<file path="src/comp_engine_pkg.sv">
package comp_engine_pkg;

    // --------------------------------------------------
    // bus transfer codes
    // --------------------------------------------------
    typedef logic [1:0] htrans_t;

    localparam htrans_t HTRANS_IDLE   = 2'b00;
    localparam htrans_t HTRANS_NONSEQ = 2'b10;
    localparam htrans_t HTRANS_SEQ    = 2'b11;

    // --------------------------------------------------
    // data types
    // --------------------------------------------------
    typedef logic [31:0] addr_t;
    typedef logic [31:0] word_t;

    // one compressor word, either whole or as two bus beats
    typedef union packed {
        logic [63:0] dword;
        struct packed {
            word_t hi;
            word_t lo;
        } beats;
    } comp_word_u;

    // 0..31 over a block read, 0..15 over a write
    typedef logic [4:0] beat_idx_t;
    typedef logic [1:0] comp_sel_t;

    // --------------------------------------------------
    // sizes
    // --------------------------------------------------
    localparam int NUM_COMP   = 3;
    localparam int BURST_LEN  = 16;
    // 128 byte raw block, 64 byte compressed block
    localparam int BLK_SHIFT  = 7;
    localparam int CBLK_SHIFT = 6;
    localparam int BUF_AW     = 3;

endpackage

</file>
<file path="src/burst_cmd_if.sv">
interface burst_cmd_if;
    import comp_engine_pkg::*;

    // one-cycle command pulse
    logic      cmd_valid;
    addr_t     cmd_addr;
    logic      cmd_write;
    // 16 for the second half of a block read
    beat_idx_t cmd_beat_base;
    // one-cycle pulse once the last data phase is through
    logic      cmd_done;

    modport source (
        output cmd_valid,
        output cmd_addr,
        output cmd_write,
        output cmd_beat_base,
        input  cmd_done
    );

    modport sink (
        input  cmd_valid,
        input  cmd_addr,
        input  cmd_write,
        input  cmd_beat_base,
        output cmd_done
    );

endinterface

</file>
<file path="src/beat_if.sv">
interface beat_if;
    import comp_engine_pkg::*;

    // one cycle per accepted read data phase
    logic      rd_beat_en;
    // data phase index on reads, address phase index on writes
    beat_idx_t beat_idx;
    word_t     rd_data;
    // write beat picked for the current beat_idx
    word_t     wr_word;

    modport master (
        output rd_beat_en,
        output beat_idx,
        output rd_data,
        input  wr_word
    );

    modport port (
        input  rd_beat_en,
        input  beat_idx,
        input  rd_data,
        output wr_word
    );

endinterface

</file>
<file path="src/block_sequencer.sv">
module block_sequencer #(
    parameter int BLK_CNT_W = 25
) (
    input  logic                                  clk,
    input  logic                                  rst_n,
    input  comp_engine_pkg::addr_t                src_addr_i,
    input  comp_engine_pkg::addr_t                dst_addr_i,
    input  logic [BLK_CNT_W-1:0]                  len_i,
    input  logic                                  start_i,
    output logic                                  done_o,
    input  logic [comp_engine_pkg::NUM_COMP-1:0]  comp_done_i,
    input  logic [comp_engine_pkg::NUM_COMP-1:0]  comp_fail_i,
    output comp_engine_pkg::comp_sel_t            owner_o,
    burst_cmd_if.source                           cmd
);
    import comp_engine_pkg::*;

    // byte offset of the second read burst inside a block
    localparam addr_t HALF_BLK = addr_t'(BURST_LEN * 4);

    typedef enum logic [2:0] {
        S_IDLE,
        S_RD_LO,
        S_RD_HI,
        S_WAIT,
        S_WR
    } state_t;

    state_t               state;
    logic [BLK_CNT_W-1:0] blk_cnt;
    logic [BLK_CNT_W-1:0] blk_nxt;
    logic                 issue;
    addr_t                blk_src;
    addr_t                blk_dst;
    comp_sel_t            owner_pick;
    logic                 all_done;

    assign blk_nxt  = blk_cnt + 1'b1;
    assign blk_src  = src_addr_i + (addr_t'(blk_cnt) << BLK_SHIFT);
    assign blk_dst  = dst_addr_i + (addr_t'(blk_cnt) << CBLK_SHIFT);
    assign all_done = &comp_done_i;

    // first compressor without a fail flag, 0 if none
    always_comb begin
        owner_pick = '0;
        for (int k = NUM_COMP - 1; k >= 0; k--) begin
            if (!comp_fail_i[k]) begin
                owner_pick = comp_sel_t'(k);
            end
        end
    end

    // --------------------------------------------------
    // block loop
    // --------------------------------------------------
    always_ff @(posedge clk) begin
        if (!rst_n) begin
            state   <= S_IDLE;
            blk_cnt <= '0;
            issue   <= 1'b0;
            owner_o <= '0;
        end else begin
            issue <= 1'b0;
            case (state)
                S_IDLE: begin
                    if (start_i && (len_i != '0)) begin
                        blk_cnt <= '0;
                        issue   <= 1'b1;
                        state   <= S_RD_LO;
                    end
                end
                S_RD_LO: begin
                    if (cmd.cmd_done) begin
                        issue <= 1'b1;
                        state <= S_RD_HI;
                    end
                end
                S_RD_HI: begin
                    if (cmd.cmd_done) begin
                        state <= S_WAIT;
                    end
                end
                S_WAIT: begin
                    if (all_done) begin
                        owner_o <= owner_pick;
                        issue   <= 1'b1;
                        state   <= S_WR;
                    end
                end
                default: begin
                    if (cmd.cmd_done) begin
                        blk_cnt <= blk_nxt;
                        if (blk_nxt == len_i) begin
                            state <= S_IDLE;
                        end else begin
                            issue <= 1'b1;
                            state <= S_RD_LO;
                        end
                    end
                end
            endcase
        end
    end

    // command fields follow the state entered with the pulse
    assign cmd.cmd_valid     = issue;
    assign cmd.cmd_write     = (state == S_WR);
    assign cmd.cmd_beat_base = (state == S_RD_HI) ? beat_idx_t'(BURST_LEN) : '0;
    assign cmd.cmd_addr      = (state == S_WR)    ? blk_dst :
                               (state == S_RD_HI) ? blk_src + HALF_BLK : blk_src;

    assign done_o = (state == S_IDLE) && !start_i;

    // --------------------------------------------------
    // checks
    // --------------------------------------------------
    a_owner_range: assert property (@(posedge clk) disable iff (!rst_n)
        owner_o < NUM_COMP);

    // one burst at a time, next command only after cmd_done
    a_one_outstanding: assert property (@(posedge clk) disable iff (!rst_n)
        cmd.cmd_valid |=> (!cmd.cmd_valid throughout cmd.cmd_done[->1]));

endmodule

</file>
<file path="src/ahb_burst_master.sv">
module ahb_burst_master (
    input  logic                        clk,
    input  logic                        rst_n,
    burst_cmd_if.sink                   cmd,
    beat_if.master                      beat,
    output logic                        hbusreq_o,
    input  logic                        hgrant_i,
    output comp_engine_pkg::addr_t      haddr_o,
    output comp_engine_pkg::htrans_t    htrans_o,
    output logic                        hwrite_o,
    output comp_engine_pkg::word_t      hwdata_o,
    input  comp_engine_pkg::word_t      hrdata_i,
    input  logic                        hready_i
);
    import comp_engine_pkg::*;

    localparam int    LOC_W     = $clog2(BURST_LEN);
    localparam addr_t ADDR_STEP = addr_t'(4);

    // --------------------------------------------------
    // one burst
    // addr phase : | 0 | 1 | 2 | .. |15 |
    // data phase :     | 0 | 1 | .. |14 |15 |
    // state      : |1A |     MIDDLE     |LD |
    // --------------------------------------------------
    typedef enum logic [2:0] {
        S_IDLE,
        S_BUSREQ,
        S_FIRST_ADDR,
        S_MIDDLE,
        S_LAST_DATA
    } state_t;

    state_t          state;
    beat_idx_t       beat_cnt;
    logic [LOC_W-1:0] beat_loc;
    logic [LOC_W-1:0] last_mid;
    logic            addr_acc;
    logic            cmd_done_q;

    // index inside the current burst
    assign beat_loc = beat_cnt[LOC_W-1:0];
    // reads count data phases, writes count address phases
    assign last_mid = hwrite_o ? LOC_W'(BURST_LEN - 1) : LOC_W'(BURST_LEN - 2);
    assign addr_acc = hready_i && ((state == S_FIRST_ADDR) || (state == S_MIDDLE));

    always_ff @(posedge clk) begin
        if (!rst_n) begin
            state      <= S_IDLE;
            beat_cnt   <= '0;
            hbusreq_o  <= 1'b0;
            haddr_o    <= '0;
            htrans_o   <= HTRANS_IDLE;
            hwrite_o   <= 1'b0;
            cmd_done_q <= 1'b0;
        end else begin
            cmd_done_q <= 1'b0;
            case (state)
                S_IDLE: begin
                    if (cmd.cmd_valid) begin
                        haddr_o   <= cmd.cmd_addr;
                        hwrite_o  <= cmd.cmd_write;
                        beat_cnt  <= cmd.cmd_beat_base;
                        hbusreq_o <= 1'b1;
                        state     <= S_BUSREQ;
                    end
                end
                S_BUSREQ: begin
                    if (hgrant_i) begin
                        htrans_o <= HTRANS_NONSEQ;
                        state    <= S_FIRST_ADDR;
                    end
                end
                S_FIRST_ADDR: begin
                    if (hready_i) begin
                        haddr_o  <= haddr_o + ADDR_STEP;
                        htrans_o <= HTRANS_SEQ;
                        // write index tracks the address phase
                        if (hwrite_o) begin
                            beat_cnt <= beat_cnt + 1'b1;
                        end
                        state <= S_MIDDLE;
                    end
                end
                S_MIDDLE: begin
                    if (hready_i) begin
                        beat_cnt <= beat_cnt + 1'b1;
                        if (beat_loc == last_mid - 1'b1) begin
                            hbusreq_o <= 1'b0;
                        end
                        if (beat_loc == last_mid) begin
                            // 16th address accepted
                            htrans_o <= HTRANS_IDLE;
                            state    <= S_LAST_DATA;
                        end else begin
                            haddr_o <= haddr_o + ADDR_STEP;
                        end
                    end
                end
                default: begin
                    if (hready_i) begin
                        cmd_done_q <= 1'b1;
                        state      <= S_IDLE;
                    end
                end
            endcase
        end
    end

    // write data follows its address phase by one cycle
    always_ff @(posedge clk) begin
        if (hwrite_o && addr_acc) begin
            hwdata_o <= beat.wr_word;
        end
    end

    assign beat.rd_beat_en = !hwrite_o && hready_i &&
                             ((state == S_MIDDLE) || (state == S_LAST_DATA));
    assign beat.beat_idx   = beat_cnt;
    assign beat.rd_data    = hrdata_i;
    assign cmd.cmd_done    = cmd_done_q;

    // --------------------------------------------------
    // checks
    // --------------------------------------------------
    a_no_seq_after_idle: assert property (@(posedge clk) disable iff (!rst_n)
        (htrans_o == HTRANS_IDLE) |=> (htrans_o != HTRANS_SEQ));

    a_addr_stable: assert property (@(posedge clk) disable iff (!rst_n)
        ((htrans_o != HTRANS_IDLE) && !hready_i) |=> $stable(haddr_o));

endmodule

</file>
<file path="src/comp_data_port.sv">
module comp_data_port (
    input  logic                                  clk,
    input  logic                                  rst_n,
    beat_if.port                                  beat,
    input  comp_engine_pkg::comp_sel_t            owner_i,
    input  comp_engine_pkg::comp_word_u           comp_rdata_i [comp_engine_pkg::NUM_COMP],
    output logic [comp_engine_pkg::BUF_AW-1:0]    buf_addr_o,
    output logic                                  comp_wren_o,
    output logic                                  comp_sop_o,
    output logic                                  comp_eop_o,
    output comp_engine_pkg::comp_word_u           comp_wdata_o
);
    import comp_engine_pkg::*;

    logic [3:0] pair_idx;
    logic       odd_beat;
    comp_word_u owner_word;

    assign pair_idx = beat.beat_idx[4:1];
    assign odd_beat = beat.beat_idx[0];

    // --------------------------------------------------
    // read side, two beats per compressor word
    // --------------------------------------------------
    always_ff @(posedge clk) begin
        if (!rst_n) begin
            comp_wren_o <= 1'b0;
            comp_sop_o  <= 1'b0;
            comp_eop_o  <= 1'b0;
        end else begin
            comp_wren_o <= beat.rd_beat_en && odd_beat;
            comp_sop_o  <= beat.rd_beat_en && odd_beat && (pair_idx == '0);
            comp_eop_o  <= beat.rd_beat_en && odd_beat && (pair_idx == '1);
        end
    end

    always_ff @(posedge clk) begin
        if (beat.rd_beat_en) begin
            if (odd_beat) begin
                comp_wdata_o.beats.lo <= beat.rd_data;
            end else begin
                comp_wdata_o.beats.hi <= beat.rd_data;
            end
        end
    end

    // --------------------------------------------------
    // write side, buffer read is combinational
    // --------------------------------------------------
    assign buf_addr_o = beat.beat_idx[BUF_AW:1];

    // out-of-range owner falls back to buffer 0
    assign owner_word = (owner_i < NUM_COMP) ? comp_rdata_i[owner_i] : comp_rdata_i[0];

    // hi half goes out first
    assign beat.wr_word = odd_beat ? owner_word.beats.lo : owner_word.beats.hi;

    a_marks_with_wren: assert property (@(posedge clk) disable iff (!rst_n)
        (comp_sop_o || comp_eop_o) |-> comp_wren_o);

endmodule

</file>
<file path="src/comp_engine_top.sv">
module comp_engine_top #(
    parameter int BLK_CNT_W = 25
) (
    input  logic                                  clk,
    input  logic                                  rst_n,

    input  comp_engine_pkg::addr_t                src_addr_i,
    input  comp_engine_pkg::addr_t                dst_addr_i,
    input  logic [BLK_CNT_W-1:0]                  len_i,
    input  logic                                  start_i,
    output logic                                  done_o,

    // bus master side
    output logic                                  hbusreq_o,
    input  logic                                  hgrant_i,
    output comp_engine_pkg::addr_t                haddr_o,
    output comp_engine_pkg::htrans_t              htrans_o,
    output logic                                  hwrite_o,
    output comp_engine_pkg::word_t                hwdata_o,
    input  comp_engine_pkg::word_t                hrdata_i,
    input  logic                                  hready_i,

    // compressors
    output logic                                  comp_wren_o,
    output logic                                  comp_sop_o,
    output logic                                  comp_eop_o,
    output comp_engine_pkg::comp_word_u           comp_wdata_o,
    input  logic [comp_engine_pkg::NUM_COMP-1:0]  comp_done_i,
    input  logic [comp_engine_pkg::NUM_COMP-1:0]  comp_fail_i,
    output logic [comp_engine_pkg::BUF_AW-1:0]    buf_addr_o,
    input  comp_engine_pkg::comp_word_u           comp_rdata_i [comp_engine_pkg::NUM_COMP]
);
    import comp_engine_pkg::*;

    comp_sel_t owner;

    burst_cmd_if cmd_bus ();
    beat_if      beat_bus ();

    block_sequencer #(
        .BLK_CNT_W (BLK_CNT_W)
    ) u_seq (
        .clk         (clk),
        .rst_n       (rst_n),
        .src_addr_i  (src_addr_i),
        .dst_addr_i  (dst_addr_i),
        .len_i       (len_i),
        .start_i     (start_i),
        .done_o      (done_o),
        .comp_done_i (comp_done_i),
        .comp_fail_i (comp_fail_i),
        .owner_o     (owner),
        .cmd         (cmd_bus.source)
    );

    ahb_burst_master u_master (
        .clk       (clk),
        .rst_n     (rst_n),
        .cmd       (cmd_bus.sink),
        .beat      (beat_bus.master),
        .hbusreq_o (hbusreq_o),
        .hgrant_i  (hgrant_i),
        .haddr_o   (haddr_o),
        .htrans_o  (htrans_o),
        .hwrite_o  (hwrite_o),
        .hwdata_o  (hwdata_o),
        .hrdata_i  (hrdata_i),
        .hready_i  (hready_i)
    );

    comp_data_port u_port (
        .clk          (clk),
        .rst_n        (rst_n),
        .beat         (beat_bus.port),
        .owner_i      (owner),
        .comp_rdata_i (comp_rdata_i),
        .buf_addr_o   (buf_addr_o),
        .comp_wren_o  (comp_wren_o),
        .comp_sop_o   (comp_sop_o),
        .comp_eop_o   (comp_eop_o),
        .comp_wdata_o (comp_wdata_o)
    );

endmodule

</file>
<file path="config.mk">
export PLATFORM = sky130hd
export DESIGN_NAME = comp_engine_top
export DESIGN_NICKNAME = d
export VERILOG_FILES = /design/src/comp_engine_pkg.sv /design/src/burst_cmd_if.sv /design/src/beat_if.sv /design/src/block_sequencer.sv /design/src/ahb_burst_master.sv /design/src/comp_data_port.sv /design/src/comp_engine_top.sv
export SDC_FILE = /design/constraint.sdc
export NUM_CORES = 1
export LEC_CHECK = 0
export BUFFER_PORTS_ARGS = -buffer_cell sky130_fd_sc_hd__buf_4
export CAP_MARGIN = 5
export CORE_AREA = 2 2 179 181
export DETAILED_ROUTE_END_ITERATION = 12
export DIE_AREA = 0 0 181 183
export GPL_ROUTABILITY_DRIVEN = 0
export PLACE_DENSITY = 0.69
export SYNTH_ARGS = -nofsm -noshare
export SYNTH_HDL_FRONTEND = slang
export SYNTH_SLANG_ARGS = --single-unit
</file>
<file path="constraint.sdc">
create_clock -name clk -period 9.3 [get_ports clk]
set_input_delay 1.395 -clock clk [delete_from_list [all_inputs] [get_ports clk]]
set_output_delay 1.395 -clock clk [all_outputs]
set_load 0.01 [all_outputs]
</file>
### Word level (Yosys, flattened, before mapping)

Cells that the tools add are included.

| cells by class | value |
|---|---|
| $add $sub $neg | 7 |
| magnitude comparators | 2 |
| eq/ne operators | 24 |
| muxes and demuxes | 55 |
| bitwise gates (word level) | 4 |
| reduce and logical (&&, ||, !) cells | 37 |

Operators by type and width:

| cell | count |
|---|---|
| $mux W32 | 7 |
| $mux W64 | 3 |
| $bmux W64 S2 | 1 |
| $pmux W32 S3 | 1 |
| $mux W25 | 2 |
| $pmux W25 S2 | 1 |
| $mux W3 | 11 |
| $add A32 B3 Y32 const B | 1 |
| $add A32 B31 Y32 | 1 |
| $add A32 B32 Y32 | 1 |
| $add A32 B7 Y32 const B | 1 |
| $add A25 B1 Y25 const B | 1 |
| $eq A25 B25 Y1 | 1 |
| $mux W5 | 5 |
| $reduce_bool A25 Y1 | 1 |
| $pmux W3 S4 | 2 |
| $reduce_and A5 Y1 | 4 |
| $pmux W5 S3 | 1 |
| $mux W2 | 7 |
| $ne A2 B2 Y1 const B | 7 |
| $eq A3 B2 Y1 const B | 4 |
| $reduce_bool A3 Y1 | 4 |
| $mux W1 | 11 |
| $ne A2 B1 Y1 const B | 5 |
| 25 further kinds | 46 |

| storage, ports and cells | value |
|---|---|
| register bits | 175 |
| output and inout bits | 139 |

### Depth between registers and ports, before layout

Gate-level depths: netlist of the first run.

| depth | value |
|---|---|
| depth after elaboration | 6 |
| gate-level depth with buffers | 13 |
| gate-level depth less buffers | 13 |

### Modules after synthesis

Synthesis of the first run repeated with hierarchy kept, for this count alone.

| unflattened totals | value |
|---|---|
| cell total of the unflattened synthesis | 1491 |
| area, all modules | 13480.4 sq um |

By module, submodules not included:

| module | times used | cells an instance | area an instance (sq um) | sequential area each (sq um) |
|---|---|---|---|---|
| block_sequencer | 1 | 786 | 5656.7 | 620.6 |
| ahb_burst_master | 1 | 444 | 4036.4 | 1861.8 |
| comp_data_port | 1 | 261 | 3787.4 | 1981.9 |

### Worst setup path after synthesis of the first run

No wires, ideal clock.

| timing path | value |
|---|---|
| path kind | input -> register |
| start point | input src_addr_i[7] |
| end point | register u_master.haddr_o[23] |
| setup time | 0.119 ns |
| arrival time | 4.170 ns |
| setup slack | 5.011 ns |
| stages on the path | 13 |
| cells stage by stage | ha_1 > inv_1 > fa_1 > nand2b_1 > a211o_1 > nand2_1 > and4b_1 > o2111ai_2 > or4_4 > or3_1 > xor2_1 > o21ai_1 > o21ai_1 |

| between the ends | value |
|---|---|
| word-level cells in the longest chain between the ends | 6 |

Ends and longest elaborated chain:

| item | RTL line | source |
|---|---|---|
| start, declared | comp_engine_top.sv:7 | `input comp_engine_pkg::addr_t src_addr_i,` |
| $add A32 B32 Y32 * | block_sequencer.sv:39 | `assign blk_src = src_addr_i + (addr_t'(blk_cnt) << BLK_SHIFT);` |
| $add A32 B7 Y32 | block_sequencer.sv:110 | `(state == S_RD_HI) ? blk_src + HALF_BLK : blk_src;` |
| $mux W32 * | block_sequencer.sv:110 |  |
| $mux W32 * | block_sequencer.sv:109 | `assign cmd.cmd_addr = (state == S_WR) ? blk_dst :` |
| $mux W32 * | ahb_burst_master.sv:60 | `if (cmd.cmd_valid) begin` |
| $pmux W32 S3 * | ahb_burst_master.sv:58 | `case (state)` |
| end signal, assigned | ahb_burst_master.sv:61 | `haddr_o <= cmd.cmd_addr;` |
| end signal, assigned | ahb_burst_master.sv:76 | `haddr_o <= haddr_o + ADDR_STEP;` |
| end signal, assigned | ahb_burst_master.sv:96 | `haddr_o <= haddr_o + ADDR_STEP;` |
| end, declared | ahb_burst_master.sv:8 | `output comp_engine_pkg::addr_t haddr_o,` |

Mark *: on every way between the ends. The rest lies on a longest branch, timed or not. The select of a mux whose other input is x is not followed.
A chain may end at the register's enable or synchronous reset.

### Final worst setup path of the first run

| timing path | value |
|---|---|
| start point | input src_addr_i[7] |
| end point | register u_master.haddr_o[31] |

The elaborated chain is that of the path after synthesis.

==> results of run 1 <==
-- through the flow --
stage                     setup WS (ps)  util, %  hold slack, ps
after floorplan                    5011        -           462.9
after global placement             4707    53.79           454.8
after detailed placement           4628    53.79           458.7
after CTS                          5087    55.85           467.6
after global routing               4811    55.86           517.7
final                              5069    55.86           468.9
-- final cells by class --
class,instances,area share (%)
well taps,402,2.883
clock inverters,15,1.241
repair buffers,474,20.40
inverters,25,0.5379
diodes,2,0.02869
flip-flops and latches,175,25.63
multi-input cells,1067,46.84
clock buffers,17,2.438
-- cell usage in the layout (no fill, tap or decap), types with 5 or more instances in the layout --
cell type | Yosys | routed
buf_4 | 3 | 474
nor2_1 | 98 | 97
edfxtp_1 | 96 | 96
nand2_1 | 93 | 93
a21oi_1 | 90 | 89
o21ai_0 | 87 | 87
dfxtp_1 | 79 | 77
xnor2_1 | 72 | 72
mux4_2 | 64 | 64
nand3_1 | 63 | 63
ha_1 | 53 | 53
xor2_1 | 48 | 48
mux2_2 | 33 | 33
nor3_1 | 31 | 31
a21o_1 | 30 | 30
inv_1 | 25 | 25
nor2b_1 | 25 | 23
a21boi_0 | 23 | 23
nand4_1 | 18 | 18
o21a_1 | 18 | 18
and2_1 | 17 | 17
clkbuf_16 | 0 | 17
and3_1 | 16 | 16
nor4_1 | 16 | 16
a211oi_1 | 14 | 14
o211ai_1 | 11 | 11
a31oi_1 | 11 | 11
nand2b_1 | 9 | 9
or3_1 | 9 | 9
o211a_1 | 8 | 8
and4_1 | 8 | 8
o21bai_1 | 8 | 8
nor3b_1 | 7 | 7
o31ai_1 | 6 | 6
clkinv_8 | 0 | 6
a41oi_1 | 5 | 5
inv_12 | 0 | 5
-- worst max-delay path, cell delays in order --
cell       delay (ps)
buf_4              80
ha_1              180
inv_1              60
fa_1              390
nand2b_1          200
a2111oi_0         430
o21a_1            200
o21ai_0           150
o21ai_0           370
xnor2_1           230
nand4_2           230
nor4_4            260
xnor2_1           130
a221oi_2          260
-- report_power, final --
part | switching (uW) | internal, uW | leakage (uW)
clock network | 384 | 377 | 0.000307
registers | 22.9 | 830 | 0.00151
logic | 160 | 195 | 0.00522
total | 567 | 1400 | 0.00703
-- logic make-up (layout without fill, tap and decap cells) --
logic type	Yosys count	count (layout)	synth area share, %
fa+ha+maj	55	55	5.393
other cells	0	2	0
buf+inv	103	531	3.176
mux	101	101	14.21
flops	175	175	34.24
xor+xnor	120	120	8.061
simple gates	433	433	17.05
compound gates	358	358	17.87
-- final timing paths --
| kind | depth (start not counted) | slack, ps | to |
|---|---|---|---|
| setup / recovery | 14 | 5070 | u_master.haddr_o[31] |
| hold / removal | 2 | 470 | u_master.haddr_o[16] |
| setup reg to reg | 13 | 5350 | u_master.haddr_o[31] |
| hold reg to reg | 2 | 470 | u_master.haddr_o[16] |
-- registers in the layout (all words and copies together) (netlist names), 2 cells and up --
name	cells
u_port.comp_wdata_o	64
u_master.hwdata_o	32
u_master.beat.beat_idx	5
u_seq.state	3
u_master.haddr_o	32
u_master.state	3
u_seq.owner_o	2
u_seq.blk_cnt	25
u_master.htrans_o	2
-- per-layer routing --
metal,up-vias,wire length [um]
li1,5934,-
met1,6032,18710
met2,534,23970
met3,59,3240
met4,0,1275
met5,-,0
==> impl_metrics.ini, run 1 <==
[logic_synthesis]
synth_nets = 1724
syn_area_um2 = 13040
ys.flop_type = edfxtp_1
synthTopCellsByArea = edfxtp_1 22%, dfxtp_1 12%, mux4_2 11%, ha_1 5.1%, xnor2_1 4.8%
synth.avg_cell_area_um2 = 9.694
yosys-top-cells-count = 98 x nor2_1, 96 x edfxtp_1, 93 x nand2_1
ys_async_sr_fraction_pct = 0
yosys.area.top_type = edfxtp_1
synth-seq-cells = 175
syn-instance-count = 1345
synth_cell_types = 79
synth.most_common_cell = nor2_1
synth_edf_count = 96
yosysTopAreaCellShare_pct = 22.11
synth-seq-area-share_pct = 34.24
yosysWarnings = 0

[grt]
grt_use_met1_pct = 34.45
antenna_found_initial = 2
overflow = 0
grt_use_total_pct = 27.58
grt_max_degree = 79
top_usage_layer = met2
grt_pass1_vias = 11960
grt_pass1_wl_um = 70410
use_met3_pct = 4.110
met2_usage_pct = 49.37

[floorplanning]
die-height_um = 183
coreArea_um2 = 31230
die_x_um = 181
initial_utilization_pct = 41.75
rows = 65
die_area_um2 = 33120
top_level_ports = 463

[sta]
rsz0062_at_grt = no
final-hold-violation-count = 0
period_share_pct = 45.50
worstMarginPinSlew_ps = 1050
post-route-min-period_ps = 4231
setup_viol = 0
timing.slew.headroom_pct = 30.01
fin_worst_skew_ps = 17.23
clock.fmax_mhz = 236.3
finalSetupTns_ps = 0
drv_slew = 0

[layout]
fin_area_um2 = 17450
drive_above_1_share_pct = 35.53
final_cells = 2177
nets = 2139
syn2layout_area_growth_pct = 33.80
multi_input_area_um2 = 8172
regArea_um2 = 4472
fillers = 2794

[clock_network]
htreeDepth = 4
clkLatencyLatePin_ps = 450
cts_inserted_buffers = 17
clk_pin_slew_ps = 80
root_buffer = clkbuf_16
clockBufferDepth = 2
cts_hold_buf = 0
cts_resized = 0
cts_sinks = 175
cts_setup_buffers = 0
cts_tree = built

[power_and_ir_drop]
power_uw = 1969
leakage_uw = 0.007033
powerDensity_nw_per_um2 = 112.9
peakVddDrop_uv = 97.18

[setup_path]
rr_startpoint = u_seq.blk_cnt[0]
crit_arrival_ps = 4590
critPathLaunch = src_addr_i[7]
crit_type = in2reg
critical_path_required_ps = 9660
cp-end-kind = flop
worst_setup_path_start_kind = primary input
path_max_fanout = 5

[routing]
routed_via_density = 5.769
ant_nets = 0
routed_wl_um = 47190
drtIter0Drc = 1049
wl_per_cell_um = 21.68
vias = 12560
drc = 0
drtPass1Iterations = 6

[run]
cap_violations = 0

[placement]
io_buffers = 462
hpwl_um = 37660
post-place-cells = 2143
placed_cell_area_um2 = 16800

[run_status]
status = finished, final reports clean

[hold_path]
holdCritStartpoint = u_master.haddr_o[16]
hold_class = reg2reg
Power figures use the tool's default switching activity.
==> run 2: changes to the inputs <==
--- a/config.mk
+++ b/config.mk
@@ -5,11 +5,12 @@
 export SDC_FILE = /design/constraint.sdc
 export NUM_CORES = 1
 export LEC_CHECK = 0
+export ABC_AREA = 1
 export BUFFER_PORTS_ARGS = -buffer_cell sky130_fd_sc_hd__buf_4
 export CAP_MARGIN = 5
-export CORE_AREA = 2 2 179 181
+export CORE_AREA = 2 2 181 183
 export DETAILED_ROUTE_END_ITERATION = 12
-export DIE_AREA = 0 0 181 183
+export DIE_AREA = 0 0 183 185
 export GPL_ROUTABILITY_DRIVEN = 0
 export PLACE_DENSITY = 0.69
 export SYNTH_ARGS = -nofsm -noshare
==> constraint.sdc (replaced) <==
create_clock -name clk -period 4.3 [get_ports clk]
set_input_delay 0.645 -clock clk [delete_from_list [all_inputs] [get_ports clk]]
set_output_delay 0.645 -clock clk [all_outputs]
set_load 0.01 [all_outputs]
==> run 2 against run 1 <==
  * Non-clock buffer count grew 5
  * Count of clock-buffer cells in the layout is the same
  * Die area is 2.2% higher
  * Register-to-register slack got worse by 4300 ps
  * Routed wire length rose by 16%
  * Global-route usage up 3.1 points
  * Largest cell class unchanged
  * Highest routed layer is now met5
==> impl_metrics.ini, run 2 <==
[layout]
fillers = 3059
final_cells = 2833
mostFrequentLayoutCells = 540 x nand2_1, 479 x buf_4, 207 x inv_1, 203 x nor2_1, 154 x o21ai_0
fin_area_um2 = 17910
layout_commonest_cell = nand2_1
drive_above_1_share_pct = 24.59
largest_reg_flops = 64
final_util_pct = 55.90
nets = 2786
largest_register = u_port.comp_wdata_o
reg.largest.list = u_port.comp_wdata_o x64, u_master.haddr_o x32, u_master.hwdata_o x32
syn2layout_area_growth_pct = 33.95

[power_and_ir_drop]
p_int_uw = 3886
p_clk_share_pct = 27.8
pwr-share-seq_pct = 35.7
p_sw_share_pct = 37.52
leakage_uw = 0.008454
p_sw_uw = 2334
powerDensity_nw_per_um2 = 347.3
p_comb_share_pct = 36.5
peakVddDrop_uv = 344.3

[routing]
drc = 0
maxUsedRoutingLayer = met5
routed_wl_um = 54570
drtPass1Iterations = 6
drtIter0Drc = 1404
met1_length_um = 22130
met2_wirelength_um = 25720
ant_nets = 0
routed_via_density = 5.428
dr_wl_met3_um = 4672
vias = 15380
wl_per_cell_um = 19.26

[floorplanning]
initial_utilization_pct = 41.73
rows = 66
die_x_um = 183
coreArea_um2 = 32040
die-height_um = 185
top_level_ports = 463
die_area_um2 = 33860

[sta]
rsz0062_at_grt = no
fin_worst_skew_ps = 17.72
setup_viol = 0
period_share_pct = 76.30
drv_slew = 0
post-route-min-period_ps = 3281
finalSetupTns_ps = 0
timing.slew.headroom_pct = 18.06
final-hold-violation-count = 0
worstMarginPinSlew_ps = 1228
clock.fmax_mhz = 304.8
whs_ps = 390.0

[logic_synthesis]
yosysTopAreaCellShare_pct = 21.56
synth_edf_count = 96
synth-seq-area-share_pct = 33.39
synth_compound_area_share_pct = 16.07
synth_cell_types = 54
synth-seq-cells = 175
synthTopCellsByArea = edfxtp_1 22%, nand2_1 15%, dfxtp_1 12%, inv_1 5.8%, o21ai_0 5.8%
synth.avg_cell_area_um2 = 6.780
syn_area_um2 = 13370
syn-instance-count = 1972
yosys-top-cells-count = 540 x nand2_1, 207 x inv_1, 205 x nor2_1
ys_async_sr_fraction_pct = 0
yosys.area_share.simple_pct = 32.23
synth_mux_area_share_pct = 0.07486
synth_top_family_by_area = simple AND/OR/NAND/NOR gates
ys.flop_type = edfxtp_1
synth_fa_ha_area_share_pct = 5.259
synth_xor_area_share_pct = 4.679
yosys.area.top_type = edfxtp_1
synth_nets = 2351
yosysWarnings = 0
synth.most_common_cell = nand2_1

[clock_network]
htreeDepth = 4
cts_hold_buf = 0
cts_resized = 0
root_buffer = clkbuf_16
cts_tree = built
clockBufferDepth = 2
cts_setup_buffers = 0
clk_pin_slew_ps = 70
clkLatencyLatePin_ps = 450
cts_sinks = 175
cts_inserted_buffers = 17

[run_status]
status = finished, final reports clean

[setup_path]
crit_type = reg2reg
cpMostUsedCell = nand2_1
slowest_stage = dfxtp_1
worst_setup_path_start_kind = flop
critical_path_required_ps = 4600
path_max_fanout = 10
worstPathCellList = ha_1, inv_1, fa_1, inv_1, nand3_1, nand2_2, nand2_1, nand2_1, inv_1, nor2_1, nand2_1, nor2_1, nand2_1, nor2_1, nand2_1, nor2_1, nand3_1, nand3_1, nand2_1, nand2_1, a21oi_1
crit_arrival_ps = 3580
slowest_delay_ps = 560
cp-end-kind = flop

[grt]
grt_max_degree = 101
overflow = 0
grt_pass1_vias = 13840
grt_use_total_pct = 30.64
antenna_found_initial = 6
grt_pass1_wl_um = 79320

[hold_path]
hold_class = in2reg

[placement]
post-place-cells = 2796
placed_cell_area_um2 = 17250
hpwl_um = 44050
io_buffers = 462

[run]
cap_violations = 0
-- run 2: path summary, 6_finish.rpt --
check	from	endpoint	slack, ps	cells past startpoint
worst max-delay path	u_seq.blk_cnt[0]	u_master.haddr_o[31]	1020	21
worst min-delay path	hrdata_i[26]	u_port.comp_wdata_o[58]	390	1
worst max register to register	u_seq.blk_cnt[0]	u_master.haddr_o[31]	1020	21
worst min register to register	u_master.haddr_o[31]	u_master.haddr_o[31]	500	2
-- run 2: layer usage --
| layer | track usage, % | vias to the layer above |
|---|---|---|
| met2 | 51.29 | 752 |
| met1 | 38.56 | 7062 |
| li1 | - | 7460 |
| met5 | 0 | - |
| met3 | 6.724 | 101 |
| met4 | 12.00 | 2 |
-- run 2: final cells by class --
cell class              instances  area, um2  area share (%)
diodes                          5      12.51         0.06986
clock buffers                  17      425.4           2.375
clock inverters                15      217.7           1.216
inverters                     228      855.8           4.779
multi-input cells            1506       7824           43.68
flip-flops and latches        175       4468           24.95
well taps                     408      510.5           2.850
repair buffers                479       3596           20.08
-- run 2: logic make-up after synthesis --
kind of cell / Yosys count
simple gates: 1001
compound gates: 380
buf+inv: 291
flops: 175
xor+xnor: 69
fa+ha+maj: 55
mux: 1
-- run 2: critical path: cells and delay by family (launching register included) --
family,cells,cell delay [ps]
compound gates,1,50
fa+ha+maj,2,670
flops,1,560
simple gates,15,1630
buf+inv,3,220
-- run 2: stage by stage --
stage | total power (uW) | setup slack [ps]
after floorplan | 3476 | 336.5
after global placement | 4467 | 1098
after detailed placement | 4495 | 1014
after CTS | 6232 | 1086
after global routing | 6577 | 767.4
final | 6221 | 1019
-- run 2: power groups by stage --
| stage | clock (uW) | sequential, uW | combinational [uW] |
|---|---|---|---|
| after detailed placement | 0 | 2250 | 2250 |
| after global placement | 0 | 2240 | 2230 |
| after CTS | 1760 | 2210 | 2260 |
| final | 1730 | 2220 | 2270 |
| after floorplan | 0 | 2280 | 1200 |
| after global routing | 1830 | 2240 | 2500 |
